`src/source/fetch_pkg.sv`:
```
package fetch_pkg;

    // basic widths of the fetch path
    typedef logic [31:0]  addr_t;   // byte address
    typedef logic [31:0]  inst_t;   // one instruction word
    typedef logic [63:0]  beat_t;   // one bmem burst beat
    typedef logic [255:0] line_t;   // one full cache line

    // line address, everything above the 5-bit line offset
    typedef logic [26:0]  tag_t;

    // fetch starts here after reset
    localparam addr_t RESET_PC = 32'h1eceb000;

    // four 64-bit beats fill one line
    localparam int BEATS_PER_LINE = 4;

    // eight instruction words per line
    localparam int WORDS_PER_LINE = 8;

    // entries per fetch queue
    localparam int QUEUE_DEPTH = 16;

    // queue pointer, one extra bit for the wrap
    typedef logic [$clog2(QUEUE_DEPTH):0] qptr_t;

endpackage

```
`src/source/pc_gen.sv`:
```
module pc_gen (
    input  logic             clk,
    input  logic             rst,
    input  logic             fetch_resp_i,
    input  logic             queue_room_i,   // two or more entries free
    input  logic             redirect_i,
    input  fetch_pkg::addr_t redirect_pc_i,
    output logic             fetch_req_o,
    output fetch_pkg::addr_t fetch_pc_o,
    output logic             enq_o
);
    import fetch_pkg::*;

    addr_t pc_q;
    logic  pending_q;   // request issued, response not yet seen
    logic  drop_q;      // next response is from before a redirect

    // a new request only once the last one has come back
    assign fetch_req_o = !pending_q && queue_room_i;
    assign fetch_pc_o  = pc_q;
    assign enq_o       = fetch_resp_i && !drop_q;

    always_ff @(posedge clk) begin
        if (rst) begin
            pc_q      <= RESET_PC;
            pending_q <= 1'b0;
            drop_q    <= 1'b0;
        end else begin
            if (fetch_req_o) begin
                pending_q <= 1'b1;
            end else if (fetch_resp_i) begin
                pending_q <= 1'b0;
            end

            if (redirect_i) begin
                pc_q <= redirect_pc_i;   // redirect beats the advance
                // a response still owed for the old pc must not reach the queues
                drop_q <= (pending_q && !fetch_resp_i) || fetch_req_o;
            end else if (fetch_resp_i) begin
                if (!drop_q) begin
                    pc_q <= pc_q + 32'd4;
                end
                drop_q <= 1'b0;   // stale response consumed, pc already at target
            end
        end
    end

    // redirect targets from decode have to stay word aligned
    pc_aligned: assert property (
        @(posedge clk) disable iff (rst)
        fetch_pc_o[1:0] == 2'b00
    ) else $error("fetch pc not word aligned: %h", fetch_pc_o);

endmodule

```
`src/source/line_buffer.sv`:
```
module line_buffer (
    input  logic             clk,
    input  logic             rst,
    input  logic             fetch_req_i,
    input  fetch_pkg::addr_t fetch_pc_i,
    output logic             fetch_resp_o,
    output fetch_pkg::inst_t fetch_inst_o,
    output logic             fill_req_o,
    output fetch_pkg::addr_t fill_addr_o,
    input  fetch_pkg::line_t fill_line_i,
    input  logic             fill_done_i
);
    import fetch_pkg::*;

    logic  valid_q;     // line_q holds a real line
    tag_t  tag_q;
    line_t line_q;
    logic  filling_q;   // waiting on the burst adapter
    addr_t miss_pc_q;   // pc that missed, answered after the fill
    logic  resp_q;
    inst_t inst_q;
    tag_t  req_tag;
    logic  hit;

    // word picked by pc[4:2]
    function automatic inst_t select_word(line_t line, addr_t addr);
        logic [$clog2(WORDS_PER_LINE)-1:0] idx;
        idx = addr[2 +: $clog2(WORDS_PER_LINE)];
        return line[idx*$bits(inst_t) +: $bits(inst_t)];
    endfunction

    assign req_tag = fetch_pc_i[$bits(addr_t)-1 -: $bits(tag_t)];
    assign hit     = valid_q && (tag_q == req_tag);

    // miss goes straight out, adapter latches the address
    assign fill_req_o  = fetch_req_i && !hit;
    assign fill_addr_o = {req_tag, {($bits(addr_t) - $bits(tag_t)){1'b0}}};

    assign fetch_resp_o = resp_q;
    assign fetch_inst_o = inst_q;

    always_ff @(posedge clk) begin
        if (rst) begin
            valid_q   <= 1'b0;
            filling_q <= 1'b0;
            resp_q    <= 1'b0;
        end else begin
            resp_q <= fetch_req_i && hit;   // hit answers next cycle
            if (fill_req_o) begin
                filling_q <= 1'b1;
            end
            if (fill_done_i) begin
                filling_q <= 1'b0;
                valid_q   <= 1'b1;
                resp_q    <= 1'b1;   // miss answers the cycle after fill_done
            end
        end
    end

    // line contents and the word being returned
    always_ff @(posedge clk) begin
        if (fetch_req_i && hit) begin
            inst_q <= select_word(line_q, fetch_pc_i);
        end
        if (fill_req_o) begin
            miss_pc_q <= fetch_pc_i;
        end
        if (fill_done_i) begin
            line_q <= fill_line_i;
            tag_q  <= miss_pc_q[$bits(addr_t)-1 -: $bits(tag_t)];
            inst_q <= select_word(fill_line_i, miss_pc_q);
        end
    end

    // pc_gen keeps one request in flight, so a fill never overlaps another
    one_fill: assert property (
        @(posedge clk) disable iff (rst)
        filling_q |-> !fill_req_o
    ) else $error("fill request while a fill is outstanding");

endmodule

```
`src/source/burst_adapter.sv`:
```
module burst_adapter (
    input  logic             clk,
    input  logic             rst,
    input  logic             fill_req_i,
    input  fetch_pkg::addr_t fill_addr_i,
    output fetch_pkg::line_t fill_line_o,
    output logic             fill_done_o,
    output fetch_pkg::addr_t bmem_addr_o,
    output logic             bmem_read_o,
    input  logic             bmem_ready_i,
    input  fetch_pkg::beat_t bmem_rdata_i,
    input  logic             bmem_rvalid_i
);
    import fetch_pkg::*;

    typedef enum logic [1:0] {
        IDLE,
        REQUEST,   // waiting for bmem_ready
        COLLECT    // read issued, beats arriving
    } state_t;

    state_t                            state_q;
    logic [$clog2(BEATS_PER_LINE)-1:0] beat_cnt_q;
    addr_t                             addr_q;
    line_t                             line_q;
    logic                              done_q;
    logic                              last_beat;

    // read pulses for one cycle, only while memory is ready
    assign bmem_read_o = (state_q == REQUEST) && bmem_ready_i;
    assign bmem_addr_o = addr_q;
    assign fill_line_o = line_q;
    assign fill_done_o = done_q;

    assign last_beat = (state_q == COLLECT) && bmem_rvalid_i
                       && (beat_cnt_q == $bits(beat_cnt_q)'(BEATS_PER_LINE - 1));

    always_ff @(posedge clk) begin
        if (rst) begin
            state_q    <= IDLE;
            beat_cnt_q <= '0;
            done_q     <= 1'b0;
        end else begin
            done_q <= last_beat;   // line complete one cycle after beat four
            case (state_q)
                IDLE: begin
                    if (fill_req_i) begin
                        state_q <= REQUEST;
                    end
                end
                REQUEST: begin
                    if (bmem_read_o) begin
                        state_q    <= COLLECT;
                        beat_cnt_q <= '0;
                    end
                end
                COLLECT: begin
                    if (bmem_rvalid_i) begin
                        beat_cnt_q <= beat_cnt_q + 1'b1;
                    end
                    if (last_beat) begin
                        state_q <= IDLE;
                    end
                end
                default: state_q <= IDLE;
            endcase
        end
    end

    always_ff @(posedge clk) begin
        if (state_q == IDLE && fill_req_i) begin
            addr_q <= fill_addr_i;
        end
        // lowest beat first, shifted down so it ends in the low bits
        if (state_q == COLLECT && bmem_rvalid_i) begin
            line_q <= {bmem_rdata_i, line_q[$bits(line_t)-1:$bits(beat_t)]};
        end
    end

    // address comes from the line buffer and must be line aligned
    read_ok: assert property (
        @(posedge clk) disable iff (rst)
        bmem_read_o |-> (bmem_addr_o[4:0] == 5'd0)
    ) else $error("bmem read address not line aligned: %h", bmem_addr_o);

endmodule

```
`src/source/fetch_queue.sv`:
```
module fetch_queue #(
    parameter type payload_t = fetch_pkg::inst_t
) (
    input  logic     clk,
    input  logic     rst,
    input  logic     flush_i,
    input  logic     enqueue_i,
    input  payload_t wdata_i,
    input  logic     dequeue_i,
    output payload_t rdata_o,
    output logic     full_o,
    output logic     room_o,    // at least two free
    output logic     empty_o
);
    import fetch_pkg::*;

    payload_t mem [QUEUE_DEPTH];
    qptr_t    wr_ptr_q;
    qptr_t    rd_ptr_q;
    qptr_t    used;
    logic     do_enq;
    logic     do_deq;

    assign used    = wr_ptr_q - rd_ptr_q;   // wrap bit makes this exact
    assign empty_o = (wr_ptr_q == rd_ptr_q);
    assign full_o  = (used == qptr_t'(QUEUE_DEPTH));
    assign room_o  = (used <= qptr_t'(QUEUE_DEPTH - 2));

    assign do_enq = enqueue_i && !full_o;
    assign do_deq = dequeue_i && !empty_o;   // dequeue on empty ignored

    // oldest entry always on the output
    assign rdata_o = mem[rd_ptr_q[$clog2(QUEUE_DEPTH)-1:0]];

    always_ff @(posedge clk) begin
        if (rst || flush_i) begin
            wr_ptr_q <= '0;
            rd_ptr_q <= '0;
        end else begin
            if (do_enq) begin
                wr_ptr_q <= wr_ptr_q + 1'b1;
            end
            if (do_deq) begin
                rd_ptr_q <= rd_ptr_q + 1'b1;
            end
        end
    end

    // storage, a write under flush is simply forgotten
    always_ff @(posedge clk) begin
        if (do_enq) begin
            mem[wr_ptr_q[$clog2(QUEUE_DEPTH)-1:0]] <= wdata_i;
        end
    end

    // pc_gen stops at two free entries, so an in-flight response always fits
    no_overflow: assert property (
        @(posedge clk) disable iff (rst)
        enqueue_i |-> !full_o
    ) else $error("enqueue into a full fetch queue");

endmodule

```
`src/source/fetch_unit.sv`:
```
module fetch_unit (
    input  logic             clk,
    input  logic             rst,

    // bmem request
    output fetch_pkg::addr_t bmem_addr_o,
    output logic             bmem_read_o,
    input  logic             bmem_ready_i,

    // bmem reply
    input  fetch_pkg::beat_t bmem_rdata_i,
    input  logic             bmem_rvalid_i,

    // decode side
    output fetch_pkg::inst_t inst_o,
    output fetch_pkg::addr_t pc_o,
    output logic             empty_o,
    input  logic             dequeue_i,
    input  logic             redirect_i,
    input  fetch_pkg::addr_t redirect_pc_i
);
    import fetch_pkg::*;

    logic  fetch_req;
    addr_t fetch_pc;
    logic  fetch_resp;
    inst_t fetch_inst;
    logic  fill_req;
    addr_t fill_addr;
    line_t fill_line;
    logic  fill_done;
    logic  enq;          // response that survives a redirect
    logic  queue_room;

    pc_gen pc_gen_inst (
        .clk           (clk),
        .rst           (rst),
        .fetch_resp_i  (fetch_resp),
        .queue_room_i  (queue_room),
        .redirect_i    (redirect_i),
        .redirect_pc_i (redirect_pc_i),
        .fetch_req_o   (fetch_req),
        .fetch_pc_o    (fetch_pc),
        .enq_o         (enq)
    );

    line_buffer line_buffer_inst (
        .clk          (clk),
        .rst          (rst),
        .fetch_req_i  (fetch_req),
        .fetch_pc_i   (fetch_pc),
        .fetch_resp_o (fetch_resp),
        .fetch_inst_o (fetch_inst),
        .fill_req_o   (fill_req),
        .fill_addr_o  (fill_addr),
        .fill_line_i  (fill_line),
        .fill_done_i  (fill_done)
    );

    burst_adapter burst_adapter_inst (
        .clk           (clk),
        .rst           (rst),
        .fill_req_i    (fill_req),
        .fill_addr_i   (fill_addr),
        .fill_line_o   (fill_line),
        .fill_done_o   (fill_done),
        .bmem_addr_o   (bmem_addr_o),
        .bmem_read_o   (bmem_read_o),
        .bmem_ready_i  (bmem_ready_i),
        .bmem_rdata_i  (bmem_rdata_i),
        .bmem_rvalid_i (bmem_rvalid_i)
    );

    // instruction queue sets the pace for fetch and decode
    fetch_queue #(.payload_t(inst_t)) inst_queue (
        .clk       (clk),
        .rst       (rst),
        .flush_i   (redirect_i),
        .enqueue_i (enq),
        .wdata_i   (fetch_inst),
        .dequeue_i (dequeue_i),
        .rdata_o   (inst_o),
        .full_o    (),
        .room_o    (queue_room),
        .empty_o   (empty_o)
    );

    // runs in lock step with inst_queue, so its flags are not needed
    fetch_queue #(.payload_t(addr_t)) pc_queue (
        .clk       (clk),
        .rst       (rst),
        .flush_i   (redirect_i),
        .enqueue_i (enq),
        .wdata_i   (fetch_pc),
        .dequeue_i (dequeue_i),
        .rdata_o   (pc_o),
        .full_o    (),
        .room_o    (),
        .empty_o   ()
    );

endmodule

```
`config.mk`:
```
export PLATFORM = sky130hd
export DESIGN_NAME = fetch_unit
export DESIGN_NICKNAME = d
export VERILOG_FILES = /design/src/source/fetch_pkg.sv /design/src/source/pc_gen.sv /design/src/source/line_buffer.sv /design/src/source/burst_adapter.sv /design/src/source/fetch_queue.sv /design/src/source/fetch_unit.sv
export SDC_FILE = /design/constraint.sdc
export NUM_CORES = 1
export LEC_CHECK = 0
export ABC_AREA = 1
export BUFFER_PORTS_ARGS = -buffer_cell sky130_fd_sc_hd__buf_2
export CAP_MARGIN = 10
export CELL_PAD_IN_SITES_DETAIL_PLACEMENT = 1
export CELL_PAD_IN_SITES_GLOBAL_PLACEMENT = 1
export CORE_ASPECT_RATIO = 0.9
export CORE_MARGIN = 5
export CORE_UTILIZATION = 50
export CTS_BUF_LIST = sky130_fd_sc_hd__clkbuf_4
export DETAILED_ROUTE_END_ITERATION = 10
export GPL_ROUTABILITY_DRIVEN = 0
export PLACE_DENSITY_LB_ADDON = 0.1
export SYNTH_ARGS = -nofsm -noshare
export SYNTH_HDL_FRONTEND = slang
export SYNTH_SLANG_ARGS = --single-unit
```
`constraint.sdc`:
```
create_clock -name clk -period 10.51 [get_ports clk]
set_clock_uncertainty 0.05 [all_clocks]
set_input_delay 2.102 -clock clk [delete_from_list [all_inputs] [get_ports clk]]
set_output_delay 2.102 -clock clk [all_outputs]
set_load 0.005 [all_outputs]
```
# --- Yosys cells after proc, flatten, opt, wreduce, memory -nomap -nowiden ---
# Memories as Yosys holds them, arrays and structs flattened. A register that Yosys moved wholly into a read port is not among the register bits.
# Cells that the tools add are included.
word_totals:
  ff_bits: 691
  mem_bits_rw: 1024
  input_bits: 102
  output_inout_bits: 98
  elab_cells: 100
  memories: 2
mem_list:
  columns: ["memory", "depth", "width", "read_ports", "rd_clocked_by_memory_dff", "wr", "line_no", "text"]
  rows:
  - ["inst_queue.mem", 16, 32, 1, 1, 1, "fetch_queue.sv:17", "payload_t mem [QUEUE_DEPTH];"]
  - ["pc_queue.mem", 16, 32, 1, 1, 1, "fetch_queue.sv:17", null]
op_classes:
  n_addsub: 8
  order_cmp: 1
  n_eq_ne: 13
  shifts: 2
  mux: 24
  reduce_logical: 32
ops:
  columns: ["cell", "count"]
  rows:
  - ["indexed part select 256 x 9 -> 32 bit", 2]
  - ["two-way mux 32 bit", 5]
  - ["adder 32 x 3 -> 32 bit, second input constant", 1]
  - ["equality test 27 bit", 1]
  - ["adder 5 x 1 -> 5 bit, second input constant", 4]
  - ["two-way mux 4 bit", 4]
  - ["logical AND 1 bit", 14]
  - ["equality test 5 bit", 2]
  - ["equality test 5 bit, second input constant", 2]
  - ["two-way mux 2 bit", 5]
  - ["subtractor 5 bit", 2]
  - ["zero test 1 bit", 8]
  - ["two-way mux 1 bit", 8]
  - ["nonzero test 2 bit", 4]
  - ["inequality test 2 bit, second input constant", 3]
  - ["case mux 2 bit (3 select lines)", 1]
  - ["AND reduction 3 bit", 2]
  - ["<= comparator 5 x 4 -> 1 bit, second input constant", 1]
  - ["equality test 2 bit, second input constant", 2]
  - ["inequality test 2 x 1 -> 1 bit, second input constant", 2]
  - ["case mux 2 bit (2 select lines)", 1]
  - ["adder 2 x 1 -> 2 bit, second input constant", 1]
  - ["equality test 2 x 1 -> 1 bit, second input constant", 1]
  - ["zero test 2 bit", 1]
  - ["2 further kinds", 3]

# --- Logic depth before layout (Yosys ltp) ---
# Gate-level depths: netlist of run 1.
logic_depth:
  ltp_word: 6
  mapped_depth: 13
  depth_no_buf: 13

# --- By module ---
# A second synthesis of run 1 with hierarchy kept.
unflattened:
  cells_unflattened: 5339
  hier_area_um2: 68881.1
by_module_without_submodules:
  columns: ["module", "n_inst", "cells_each", "area_per_inst_um2", "seq_area_each_um2"]
  rows:
  - ["fetch_queue (inst_queue)", 1, 1622, 20890.0, 15655.0]
  - ["fetch_queue (pc_queue)", 1, 1621, 20886.3, 15655.0]
  - ["line_buffer", 1, 1415, 16011.6, 10400.0]
  - ["burst_adapter", 1, 318, 8882.3, 8748.4]
  - ["pc_gen", 1, 363, 2210.9, 680.7]

# --- Least setup slack after synthesis of run 1 ---
# No wires, ideal clock.
synth_timing:
  kind: "reg-to-reg"
  from: "reg burst_adapter_inst.done_q (netlist: burst_adapter_inst.fill_done_o)"
  to: "reg line_buffer_inst.inst_q[0] (netlist: line_buffer_inst.fetch_inst_o[0]), enable pin"
  setup_time_ps: 389
  t_arrival_ps: 8035
  required_ps: 10071
  setup_slack_ps: 2035
  path_stages_with_launch: 5
  n_path_buf: 2
  period_less_slack_ps: 8475
  cell_sequence: "dfxtp_1 -> clkbuf_1 -> clkinv_1 -> clkbuf_1 -> nand2_1"
synth_via:
  elab_chain_len: 1
synth_rtl:
  columns: ["item", "line_no", "text"]
  rows:
  - ["start: declaration", "burst_adapter.sv:26", "logic done_q;"]
  - ["start signal: assignment", "burst_adapter.sv:44", "done_q <= last_beat;"]
  - ["nonzero test 2 bit (no line)", null, null]
  - ["end signal: assignment", "line_buffer.sv:63", "inst_q <= select_word(line_q, fetch_pc_i);"]
  - ["end signal: assignment", "line_buffer.sv:71", "inst_q <= select_word(fill_line_i, miss_pc_q);"]
  - ["end: declaration", "line_buffer.sv:21", "inst_t inst_q;"]
# No other way between the ends.
# A chain may end at the register's enable or synchronous reset.

==> results of run 1 <==
## path summary, 6_finish.rpt
check             slack [ns]                         to  depth (start not counted)
setup / recovery        4.02                  inst_o[7]                          7
hold / removal          0.33  line_buffer_inst.tag_q[7]                          0
setup reg to reg        7.02        pc_queue.mem[14][3]                          9
hold reg to reg         0.33  line_buffer_inst.tag_q[7]                          0
## routing by layer
metal	routed length (um)	part of all wire, %	up-vias
li1	-	-	19328
met1	82000	45	21809
met2	85900	47	1258
met3	9840	5.4	321
met4	3980	2.2	0
met5	0	0	-
## flip-flops by register name (all words and copies together), names as in the netlist, 2 cells and up, named ones only
| name | count |
|---|---|
| line_buffer_inst.tag_q | 27 |
| pc_gen_inst.fetch_pc_o | 32 |
| inst_queue.mem | 512 |
| inst_queue.rd_ptr_q | 5 |
| line_buffer_inst.line_q | 256 |
| line_buffer_inst.fetch_inst_o | 32 |
| pc_queue.mem | 512 |
| inst_queue.wr_ptr_q | 5 |
| pc_queue.wr_ptr_q | 5 |
| burst_adapter_inst.fill_line_o | 256 |
| burst_adapter_inst.beat_cnt_q | 2 |
| burst_adapter_inst.state_q | 2 |
| burst_adapter_inst.bmem_addr_o | 27 |
| line_buffer_inst.miss_pc_q | 30 |
| pc_queue.rd_ptr_q | 5 |
## cell type report
type	count	area share, %
clock buffer	664	6.47
multi-input combinational	2459	19.5
clock inverter	96	0.621
timing repair buffer	286	2.21
sequential	1721	66.3
inverter	385	1.91
tap	1834	2.98
antenna	14	0.0455
## cells in the final DEF (no fill, tap or decap), types with 6 or more instances in the layout
master    Yosys  routed
clkinv_2      0      10
inv_2         9      10
nor3_1       36      13
clkinv_1      2      81
xnor2_1       7       7
diode_2       0      14
inv_1       374     371
nand3_1     126     126
edfxtp_1   1652    1652
o21ai_1      64      64
nand3_2       6       6
buf_2        42     194
nor3_2        4      26
nor2_1      331     325
nor2_4        3       9
o211ai_1    318     318
a21oi_1     307     307
clkbuf_4      0     664
o21ai_0     414     414
ha_1         20      20
o221ai_1     70      70
dfxtp_4       0      10
o32ai_1      60      60
mux2i_1     324     324
xor2_1       23      23
dfxtp_1      69      57
buf_4        30      89
nand4_1       9       9
nand2_1     307     306
## cell families (layout without fill, tap and decap cells)
kind of cell	after synthesis	after routing
buffers and inverters	686	1431
DFF	1721	1721
muxes	324	324
adders and majority gates	21	21
AOI/OAI and AO/OA	1239	1239
xor gates and xnor gates	30	30
and+or+nand+nor	840	840
other	1	19
## through the flow
| step | total power [W] | util [%] | hold slack, ns |
|---|---|---|---|
| 6_report | 0.0136 | 56.1 | 0.327 |
| 5_1_grt | 0.0142 | 56.0 | 0.341 |
| 4_1_cts | 0.0137 | 56.0 | 0.328 |
| 3_5_place_dp | 0.00812 | 52.1 | 0.356 |
| 3_3_place_gp | 0.00811 | 52.1 | 0.351 |
| 2_1_floorplan | 0.00794 | - | 0.350 |
## where the power goes
group          internal (W)  total (W)  switching (W)  leakage, nW
clock               0.00296    0.00560        0.00264         3.29
combinational      0.000107   0.000380       0.000274         6.99
sequential          0.00753    0.00759      0.0000634         15.5
total                0.0106     0.0136        0.00298         25.8
==> out/metrics.yaml, run 1 <==
h-tree-depth: 5
drc: 0
synth.most_common_cell: "edfxtp_1"
grt_pass1_vias: 45022
wl_per_cell_um: 24.4
dp_cells: 6685
maxSlewViolCount: 0
seq_area_frac_synth_pct: 73.9
syn_area_per_cell_sq_um: 14.2
synth_fa_ha_area_share_pct: 0.392
synth_xor_area_share_pct: 0.381
grt.met2_usage_pct: 39.8
die_w_um: 402
rr_startpoint: "pc_queue.wr_ptr_q[2]"
regArea_sq_mm: 0.0510
dieArea_sq_mm: 0.146
synth-simple-area-share_pct: 5.12
pre_cts_slack_ns: 5.34
via_per_inst: 5.73
numCtsBuffers: 449
final_cells: 7459
synth_compound_area_share_pct: 10.9
crit_slowest_cell: "dfxtp_4"
path_cells: "buf_4 -> a21oi_1 -> o21ai_0 -> o211ai_1 -> o211ai_1 -> nand2_1 -> buf_2"
worstMarginPinSlew_ns: 1.25
grt_use_met1_pct: 35.2
slowest_delay_ns: 1.10
synth_top_area_cell: "edfxtp_1"
async_reset_ff_share_pct: 0
final_hold_viol_count: 0
hold_path.class: "reg2reg"
synth_edf_count: 1652
area_growth_pct: 11.6
cp_num_buf_inv: 2
min_period_ns: 6.49
clock_latency_ns: 1.31
num_io_pins: 200
cp_data_arrival_time_ns: 4.34
drt_iter0_drc: 3334
fmax_mhz: 154
clk_path_buf_depth: 4
synth_top_family_by_area: "compound AO/OA/AOI/OAI gates"
root_buffer: "clkbuf_4"
fin_nets: 5425
grt_use_total_pct: 24.7
grt_overflow: 0
yosys_register_bits: 1721
crit_path_frequent_cell: "o211ai_1"
critical-path-top-delay-family: "buffers and inverters"
power_density_mw_per_mm2: 176
cts.clk_slew.worst_paths_ns: 0.07
grt_max_degree: 204
min_period_over_period_pct: 61.8
post_cts_buffers: 0
status: "finished, final reports clean"
setup_viol: 0
start_kind: "flip-flop"
path_max_fanout: 96
multi_input_area_sq_mm: 0.0150
synth_cell_types: 40
core-area_sq_mm: 0.137
port_buffers: 194
holdBufCountCts: 0
grt_pass1_wl_um: 275000
setup_tns_ns: 0
synthFlopType: "edfxtp_1"
synth_top_area_share_pct: 71.9
drive_above_1_share_pct: 18.7
crit_type: "reg2out"
dp_hpwl_um: 96800
synth_area_leaders: "edfxtp_1 72%, mux2i_1 4.7%, o211ai_1 3.5%"
die_height_um: 362
place_area_sq_mm: 0.0715
synthMuxAreaShare_pct: 4.70
crit_path_end_kind: "output port"
first_pass_iters: 6
fp-row-count: 129
required_ns: 8.36
relSlewSlack_pct: 16.7
final_area_sq_mm: 0.0770
synth_warnings: 0
cts_resized: 0
cts_tree: "built"
busiest_layer: "met2"
syn_area_sq_mm: 0.0690
hold_start: "line_buffer_inst.miss_pc_q[12]"
n_fill_cell: 13543
cts_sinks: 1721
start_util_pct: 50.3
vias: 42716
p_leak_nw: 25.8
rsz0062_at_grt: "false"
routed_wl_um: 182000
syn_inst: 4862
timing.final.ws_setup_ns: 4.02
antenna_found_initial: 12
met3_usage_pct: 3.81
drtAntennaViolNets: 0
drv_cap: 0
max-vdd-ir-drop_uv: 83.9
synth_common_cells: "1,652 x edfxtp_1, 414 x o21ai_0, 374 x inv_1"
(Power assumes the default switching activity.)
==> inputs of run 2 (changes only) <==
--- a/config.mk
+++ b/config.mk
@@ -5,7 +5,7 @@
 export SDC_FILE = /design/constraint.sdc
 export NUM_CORES = 1
 export LEC_CHECK = 0
-export ABC_AREA = 1
+export ABC_AREA = 0
 export BUFFER_PORTS_ARGS = -buffer_cell sky130_fd_sc_hd__buf_2
 export CAP_MARGIN = 10
 export CELL_PAD_IN_SITES_DETAIL_PLACEMENT = 1
==> constraint.sdc (replaced) <==
create_clock -name clk -period 5.5 [get_ports clk]
set_clock_uncertainty 0.05 [all_clocks]
set_input_delay 1.1 -clock clk [delete_from_list [all_inputs] [get_ports clk]]
set_output_delay 1.1 -clock clk [all_outputs]
set_load 0.005 [all_outputs]
==> out/metrics.yaml, run 2 <==
status: "finished, final reports clean"  # unchanged
crit_cells: 4  # was 7
grt_pass1_vias: 35201  # was 45,022
path_cells: "buf_12 -> mux4_2 -> mux4_2 -> buf_2"  # was buf_4 -> a21oi_1 -> o21ai_0 -> o211ai_1 -> o211ai_1 -> nand2_1 -> buf_2
setup_tns_ns: 0  # unchanged
area_growth_pct: 15.0  # was 11.6%
grt_max_degree: 160  # was 204
start_util_pct: 50.4  # was 50.3%
pre_cts_slack_ns: 1.66  # was 5.34 ns
rsz0062_at_grt: "false"  # unchanged
timing.rr.end: "burst_adapter_inst.bmem_addr_o[24]"  # was pc_queue.mem[14][3]
crit_type: "reg2out"  # unchanged
post_cts_buffers: 0  # unchanged
routed_wl_um: 153000  # was 182,000 um
async_reset_ff_share_pct: 0  # unchanged
via_per_inst: 5.77  # was 5.73
cts_tree: "built"  # unchanged
layout_common_cells: "1,652 x edfxtp_1, 628 x clkbuf_4, 448 x mux4_2, 194 x buf_2, 98 x clkinv_1"  # was 1,652 x edfxtp_1, 664 x clkbuf_4, 414 x o21ai_0, 371 x inv_1, 325 x nor2_1
crit_slowest_cell: "dfxtp_4"  # unchanged
setup_viol: 0  # unchanged
slowest_delay_ns: 0.87  # was 1.10 ns
clock_latency_ns: 1.28  # was 1.31 ns
max-vdd-ir-drop_uv: 176  # was 83.9 uV
dp_hpwl_um: 87100  # was 96,800 um
cts.clk_slew.worst_paths_ns: 0.06  # was 0.07 ns
min_period_ns: 5.05
worstMarginPinSlew_ns: 1.11  # was 1.25 ns
maxSlewViolCount: 0  # unchanged
synthFlopType: "edfxtp_1"  # unchanged
first_pass_iters: 5  # was 6
timing.final.ws_setup_ns: 0.455  # was 4.02 ns
synth_edf_count: 1652  # unchanged
critical-path-top-delay-family: "multiplexers"  # was buffers and inverters
synth.most_common_cell: "edfxtp_1"  # unchanged
r2r_cells: 11  # was 9
grt_overflow: 0  # unchanged
r2r_slack_ns: 1.69  # was 7.02 ns
synth_cell_types: 52  # was 40
min_period_over_period_pct: 91.7
crit_path_end_kind: "output port"  # unchanged
required_ns: 4.35  # was 8.36 ns
drtAntennaViolNets: 0  # unchanged
crit_end: "inst_o[5]"  # was inst_o[7]
grt_pass1_wl_um: 229000  # was 275,000 um
synth_top_area_cell: "edfxtp_1"  # unchanged
synth_top_area_share_pct: 76.1  # was 71.9%
final_core_util_pct: 58.0  # was 56.1%
numCtsBuffers: 435  # was 449
fp-row-count: 125  # was 129
cts_sinks: 1721  # unchanged
antenna_found_initial: 13  # was 12
n_fill_cell: 11053  # was 13,543
path_max_fanout: 51  # was 96
port_buffers: 194  # unchanged
start_kind: "flip-flop"  # unchanged
power_density_mw_per_mm2: 339  # was 176 mW/mm^2
syn_area_per_cell_sq_um: 22.8  # was 14.2 sq um
relSlewSlack_pct: 25.7  # was 16.7%
vias: 32075  # was 42,716
drt_iter0_drc: 2855  # was 3,334
cp_num_buf_inv: 2  # unchanged
num_io_pins: 200  # unchanged
hold_ws_ns: 0.212  # was 0.327 ns
h-tree-depth: 5  # unchanged
rr_startpoint: "inst_queue.wr_ptr_q[0]"  # was pc_queue.wr_ptr_q[2]
crit_path_frequent_cell: "mux4_2"  # was o211ai_1
cts_resized: 0  # unchanged
grt_use_total_pct: 22.6  # was 24.7%
clk_path_buf_depth: 4  # unchanged
layout_commonest_cell: "edfxtp_1"  # unchanged
die_w_um: 391  # was 402 um
synth_warnings: 0  # unchanged
final_hold_viol_count: 0  # unchanged
seq_area_frac_synth_pct: 78.2  # was 73.9%
p_leak_nw: 23.9  # was 25.8 nW
cp_data_arrival_time_ns: 3.90  # was 4.34 ns
fmax_mhz: 198
synth_common_cells: "1,652 x edfxtp_1, 448 x mux4_2, 90 x clkbuf_1"  # was 1,652 x edfxtp_1, 414 x o21ai_0, 374 x inv_1
wl_per_cell_um: 27.5  # was 24.4 um
synth_area_leaders: "edfxtp_1 76%, mux4_2 15%, dfxtp_1 2.1%"  # was edfxtp_1 72%, mux2i_1 4.7%, o211ai_1 3.5%
dieArea_sq_mm: 0.138  # was 0.146 sq mm
drc: 0  # unchanged
fin_nets: 3654  # was 5,425
die_height_um: 353  # was 362 um
root_buffer: "clkbuf_4"  # unchanged
yosys_register_bits: 1721  # unchanged
hold_path.class: "in2reg"  # was reg2reg
syn_inst: 2857  # was 4,862
core-area_sq_mm: 0.129  # was 0.137 sq mm
drive_above_1_share_pct: 37.3  # was 18.7%
drv_cap: 0  # unchanged
syn_area_sq_mm: 0.0652  # was 0.0690 sq mm
## run 2: repair_timing
item	in CTS	in global routing
endpoints found under the hold margin	94	0
hold buffers	94	0
endpoints found under the setup margin	0	0
## run 2: kinds of logic after synthesis
family / synth area share [%]
DFF: 78.2
muxes: 16.1
and+or+nand+nor: 2.09
buffers and inverters: 1.03
AOI/OAI and AO/OA: 1.22
xor gates and xnor gates: 0.900
adders and majority gates: 0.415
other: 0.00575
## run 2: layer usage
layer	share of wire, %	routed length, um	GRT usage (%)	up-vias
met5	0.0085	13	0	-
met4	2.0	3000	6.78	2
met3	6.4	9880	5.18	256
met2	49	75400	36.1	1155
met1	42	64900	31.5	17019
li1	-	-	-	13643
## run 2: worst register-to-register path, cell delays in order (launching register included)
cell      delay (ns)
dfxtp_1         0.36
inv_1           0.14
ha_1            0.19
inv_1           0.06
fa_1            0.39
a21o_1          0.20
a21oi_1         0.24
xor2_1          0.14
a311oi_1        0.77
nand2_1         0.21
nor3_2          0.17
buf_4           0.50
## run 2: layout make-up
type | count | area (sq um) | area share (%)
clock inverter | 118 | 543 | 0.724
tap | 1714 | 2140 | 2.86
antenna | 9 | 22.5 | 0.0300
inverter | 24 | 90.1 | 0.120
sequential | 1721 | 51000 | 68.0
multi-input combinational | 972 | 13700 | 18.3
timing repair buffer | 377 | 2710 | 3.61
clock buffer | 628 | 4710 | 6.29
## run 2: worst min-delay path by stage
stage,startpoint,end,cells past startpoint
floorplan,line_buffer_inst.miss_pc_q[5],line_buffer_inst.tag_q[0],0
global route,redirect_pc_i[5],pc_gen_inst.fetch_pc_o[5],3
CTS,redirect_pc_i[5],pc_gen_inst.fetch_pc_o[5],3
finish,redirect_pc_i[5],pc_gen_inst.fetch_pc_o[5],3
global placement,line_buffer_inst.miss_pc_q[5],line_buffer_inst.tag_q[0],0
detailed placement,line_buffer_inst.miss_pc_q[5],line_buffer_inst.tag_q[0],0
## run 2: through the flow
step           area [sq um]  power (W)  instances
4_1_cts               75000     0.0258       5554
6_report              75000     0.0254       5563
3_3_place_gp          68800     0.0154       4714
3_5_place_dp          68800     0.0154       4714
2_1_floorplan         65200     0.0151       2861
5_1_grt               75000     0.0266       5559
## run 2: where the power goes
| group | internal, W | switching, W | total [W] |
|---|---|---|---|
| sequential | 0.0144 | 0.000126 | 0.0145 |
| clock | 0.00535 | 0.00494 | 0.0103 |
| combinational | 0.000289 | 0.000370 | 0.000659 |
